**src/hw/pc_coef.svh**
```systemverilog
`ifndef PC_COEF_SVH
`define PC_COEF_SVH

// In-phase part of the chirp, index 0 pairs with the newest sample
localparam logic signed [COEF_W-1:0] COEF_I [TAPS] = '{
	   -1,  2046,   128, -2027,  -510,  1891,  1096, -1471, -1729,   601,
	 2047,   663, -1578, -1810,   128,  1891,  1577,  -352, -1904, -1675,
	   -1,  1636,  1982,   900,  -754, -1892, -1904,  -901,   509,  1636,
	 2047,  1674,   753,  -352, -1305, -1892, -2043, -1810, -1305,  -664,
	   -1,   601,  1096,  1470,  1728,  1891,  1982,  2026,  2042,  2046,
	 2047,  2046,  2042,  2026,  1982,  1891,  1728,  1470,  1096,   601,
	   -1,  -664, -1305, -1810, -2043, -1892, -1305,  -352,   753,  1674,
	 2047,  1636,   509,  -901, -1904, -1892,  -754,   900,  1982,  1636,
	   -1, -1675, -1904,  -352,  1577,  1891,   128, -1810, -1578,   663,
	 2047,   601, -1729, -1471,  1096,  1891,  -510, -2027,   128,  2046
};

// Quadrature part of the chirp
localparam logic signed [COEF_W-1:0] COEF_Q [TAPS] = '{
	 2047,    32, -2043,  -289,  1982,   783, -1729, -1425,  1096,  1956,
	    0, -1937, -1305,   957,  2042,   783, -1305, -2017,  -754,  1177,
	 2047,  1229,  -510, -1839, -1904,  -784,   753,  1838,  1982,  1229,
	    0, -1178, -1904, -2017, -1578,  -784,   128,   957,  1577,  1936,
	 2047,  1956,  1728,  1424,  1096,   783,   509,   288,   128,    32,
	    0,    32,   128,   288,   509,   783,  1096,  1424,  1728,  1956,
	 2047,  1936,  1577,   957,   128,  -784, -1578, -2017, -1904, -1178,
	    0,  1229,  1982,  1838,   753,  -784, -1904, -1839,  -510,  1229,
	 2047,  1177,  -754, -2017, -1305,   783,  2042,   957, -1305, -1937,
	    0,  1956,  1096, -1425, -1729,   783,  1982,  -289, -2043,    32
};

`endif

```
**src/hw/pc_pkg.sv**
```systemverilog
package pc_pkg;

	// --------------------
	// Widths and length
	// --------------------

	// One I or Q input sample
	localparam int SAMPLE_W = 12;

	// One chirp coefficient
	localparam int COEF_W = 12;

	// Filter length, newest sample is tap 0
	localparam int TAPS = 100;

	// Correlator result, truncated to three sample widths
	localparam int ACC_W = 3 * SAMPLE_W;

	// Squared magnitude with one bit of headroom
	localparam int POW_W = 6 * SAMPLE_W + 1;

	// --------------------
	// Data types
	// --------------------

	typedef logic signed [SAMPLE_W-1:0] sample_t;

	typedef logic signed [ACC_W-1:0] acc_t;

	typedef logic [POW_W-1:0] pow_t;

	// --------------------
	// Chirp replica
	// --------------------

	`include "pc_coef.svh"

endpackage

```
**src/hw/pc_delay_line.sv**
```systemverilog
`timescale 1ns/100ps

module pc_delay_line
	import pc_pkg::*;
#(
	parameter int  DEPTH     = TAPS,
	parameter type payload_t = sample_t
)
(
	input  logic     clk,
	input  logic     rst,
	input  payload_t din,
	output payload_t taps [DEPTH]
);

	// --------------------
	// Shift register
	// --------------------

	// Tap 0 takes the new sample, everything else moves one place up
	always_ff @(posedge clk)
	begin
		if (!rst)
		begin
			for (int k = 0; k < DEPTH; k++)
			begin
				taps[k] <= '0;
			end
		end
		else
		begin
			taps[0] <= din;
			for (int k = 1; k < DEPTH; k++)
			begin
				taps[k] <= taps[k-1];
			end
		end
	end

endmodule

```
**config.mk**
```make
export PLATFORM = sky130hd
export DESIGN_NAME = pc_delay_line
export DESIGN_NICKNAME = d
export VERILOG_FILES = /design/src/hw/pc_pkg.sv /design/src/hw/pc_delay_line.sv
export VERILOG_INCLUDE_DIRS = /design/src /design/src/hw
export SDC_FILE = /design/constraint.sdc
export NUM_CORES = 1
export LEC_CHECK = 0
export ABC_CLOCK_PERIOD_IN_PS = 1100
export BUFFER_PORTS_ARGS = -buffer_cell sky130_fd_sc_hd__buf_2
export CORE_AREA = 2 2 473 475
export CTS_CLUSTER_DIAMETER = 50
export DETAILED_ROUTE_END_ITERATION = 8
export DIE_AREA = 0 0 475 477
export HOLD_SLACK_MARGIN = 0.03
export PLACE_DENSITY = 0.3
export SLEW_MARGIN = 20
export SYNTH_ARGS = -nofsm -noshare
export SYNTH_HDL_FRONTEND = slang
export SYNTH_SLANG_ARGS = --single-unit
export TNS_END_PERCENT = 20
```
**constraint.sdc**
```tcl
create_clock -name clk -period 1.1 [get_ports clk]
set_clock_uncertainty 0.05 [all_clocks]
set_input_delay 0.055 -clock clk [delete_from_list [all_inputs] [get_ports clk]]
set_output_delay 0.055 -clock clk [all_outputs]
set_load 0.01 [all_outputs]
```
==> impl_metrics.json <==
{
  "worst_slew_margin_rel": 0.761,
  "place.gp.congestion": 0.778,
  "critPathBufInv": 1,
  "post-synth-top-area-cell": "dfxtp_1",
  "final-hold-violation-count": 0,
  "nNetsFinal": 4049,
  "drcViolationCount": 0,
  "core_um2": 221000,
  "max-vdd-ir-drop_v": 0.00125,
  "path_cells": "buf_6",
  "die_w_um": 475,
  "synth-edff-count": 0,
  "path_clk_slew_ns": 0.05,
  "dieArea_um2": 227000,
  "drt-pass1-iter-count": 4,
  "synth_area_um2": 32200,
  "ys.flop_type": "dfxtp_1",
  "cp_slowest_stage_delay_ns": 0.42,
  "grt_setup_unrepaired": "yes",
  "cts_max_level": 4,
  "wire_per_inst_um": 20.0,
  "start_util": 0.145,
  "outcome": "finished, violations left",
  "p_leak_uw": 0.0250,
  "synth_top_family_by_area": "simple AND/OR/NAND/NOR gates",
  "die_height_um": 477,
  "synth_top_area_frac": 0.746,
  "postRouteAntennaNets": 0,
  "finalSetupTns_ns": -319.53,
  "clk_latency_ns": 0.82,
  "synthToLayoutAreaGrowth_pct": 68.6,
  "io_pins": 1214,
  "max_freq_mhz": 681,
  "path_class": "flop to primary output",
  "synth_seq_cells": 1200,
  "grt_pass1_wl_um": 190000,
  "dp_hpwl_um": 115000,
  "grt_max_degree": 102,
  "synth_common_cells": "and2_1, dfxtp_1, clkbuf_2, clkbuf_1, clkbuf_4",
  "rows": 173,
  "synthCells": 2533,
  "ys_seq_area_frac": 0.746,
  "yosys_warnings": 0,
  "crit_fanout": 2,
  "crit_required_ns": 1.00,
  "gr-total-overflow": 0,
  "slowest_stage": "dfxtp_4",
  "top_regs": "taps: 1200 flops",
  "endpoint_kind": "primary output",
  "avgViaCountPerCell": 3.09,
  "violations": "setup timing",
  "largest_register": "taps",
  "stdcell_area_um2": 54300,
  "grt_pass1_vias": 22800,
  "clock_path_buffers": 3,
  "synthMuxAreaShare": 0,
  "drv_slew": 0,
  "grt_usage": 0.122,
  "drt-initial-drc-count": 511,
  "maxCapViolCount": 0,
  "tightestPinTransition_ns": 0.359,
  "placed_area_um2": 42700,
  "drive_gt1_frac": 0.543,
  "synth_simple_gate_area_frac": 0.233,
  "arrival_ns": 1.36,
  "async_reset_ff_frac": 0,
  "synth_xor_area_frac": 0,
  "n_fill_cell": 23700,
  "fin_crit_ns": 1.47,
  "path_delay_family": "flip-flops",
  "synth_nets": 2547,
  "synth.distinct_cells": 7,
  "cts_root_buf": "clkbuf_16",
  "numPortBuffers": 1213,
  "antenna_found_initial": 4,
  "powerDensity_nw_per_um2": 1860,
  "setup_viol": 1200,
  "cts_sinks": 1200,
  "synth-compound-area-share": 0,
  "fin_ws_ns": -0.368,
  "largest_reg_flops": 1200,
  "syn_area_per_cell_um2": 12.7,
  "synthTopCellsByArea": "dfxtp_1, and2_1, clkbuf_2",
  "synth_fa_ha_area_frac": 0,
  "vias": 22100,
  "wl_um": 143000,
  "hold_path_class": "input pin to flop",
  "post-route-period-util": 1.33,
  "numCtsBuffers": 170,
  "cts_tree": "built",
  "startpoint_type": "flop"
}
==> worst reg2reg max path, delay by kind of cell, from the launching register on <==
| family | cells | cell delay [ns] |
|---|---|---|
| DFF | 1 | 0.35 |
| buffers and inverters | 2 | 0.26 |
| and+or+nand+nor | 1 | 0.17 |
==> path summary, 6_finish.rpt <==
path                                  from          to  slack (ns)  depth (start not counted)
worst min-delay path                   rst   taps[105]        0.29                          4
worst max-delay path            taps[1041]  taps[1041]       -0.37                          1
worst max register to register   taps[289]   taps[277]        0.13                          3
worst min register to register   taps[115]   taps[103]        0.36                          1
==> cells in the final DEF (no fill, tap or decap), types with 21 or more instances in the layout <==
cell type	netlist	final
buf_12	0	40
dfxtp_1	1200	652
dfxtp_2	0	394
dfxtp_4	0	154
clkbuf_1	20	29
dlygate4sd3_1	0	25
buf_6	0	538
clkbuf_8	0	22
buf_2	2	660
clkbuf_16	0	170
clkinv_2	0	21
buf_4	1	190
and2_1	1200	1200
==> report_power, final <==
group	internal (uW)	leakage (uW)	total, uW	switching [uW]
registers	43200	0.00999	43200	47.2
logic	517	0.0121	1240	723
clock network	34400	0.00286	56600	22200
==> metrics by stage <==
step | worst slack [ns] | hold slack, ns | instances | util | power [uW]
after detailed placement | -0.0879 | 0.215 | 6695 | 0.193 | 45700
after global placement | -0.0836 | 0.211 | 6695 | 0.193 | 45700
final | -0.368 | 0.290 | 7146 | 0.245 | 101000
after global routing | -0.478 | 0.225 | 7145 | 0.245 | 105000
after floorplan | 0.312 | 0.127 | 2533 | - | 45100
after CTS | -0.527 | 0.187 | 7106 | 0.235 | 103000
==> final cells by class <==
class	instances	area [um2]	share of cell area
flip-flops and latches	1200	25100	0.462
clock buffers	221	4670	0.0859
well taps	2975	3720	0.0686
multi-input cells	1200	7510	0.138
clock inverters	85	1310	0.0240
diodes	2	5.00	0.0000922
repair buffers	1463	12000	0.221
==> cells by family (layout without fill, tap and decap cells) <==
logic type | count (synthesis) | after routing
buf+inv | 133 | 1769
flops | 1200 | 1200
other cells | 0 | 2
simple gates | 1200 | 1200
==> timing repair <==
| action | CTS | global route |
|---|---|---|
| gates cloned | 0 | 0 |
| buffers inserted | 84 | 44 |
| endpoints found under the setup margin | 1200 | 1200 |
| resized for setup | 898 | 771 |
| hold buffers | 25 | 0 |
| endpoints found under the hold margin | 1141 | 0 |
==> metal layers <==
metal / global-route usage / wire length (um) / vias up
li1: - / - / 10700
met5: 0 / 11 / -
met4: 0.0414 / 4210 / 2
met3: 0.0640 / 17000 / 206
met1: 0.112 / 47000 / 10200
met2: 0.226 / 74400 / 958
No activity file was read; power rests on OpenSTA's default activity.
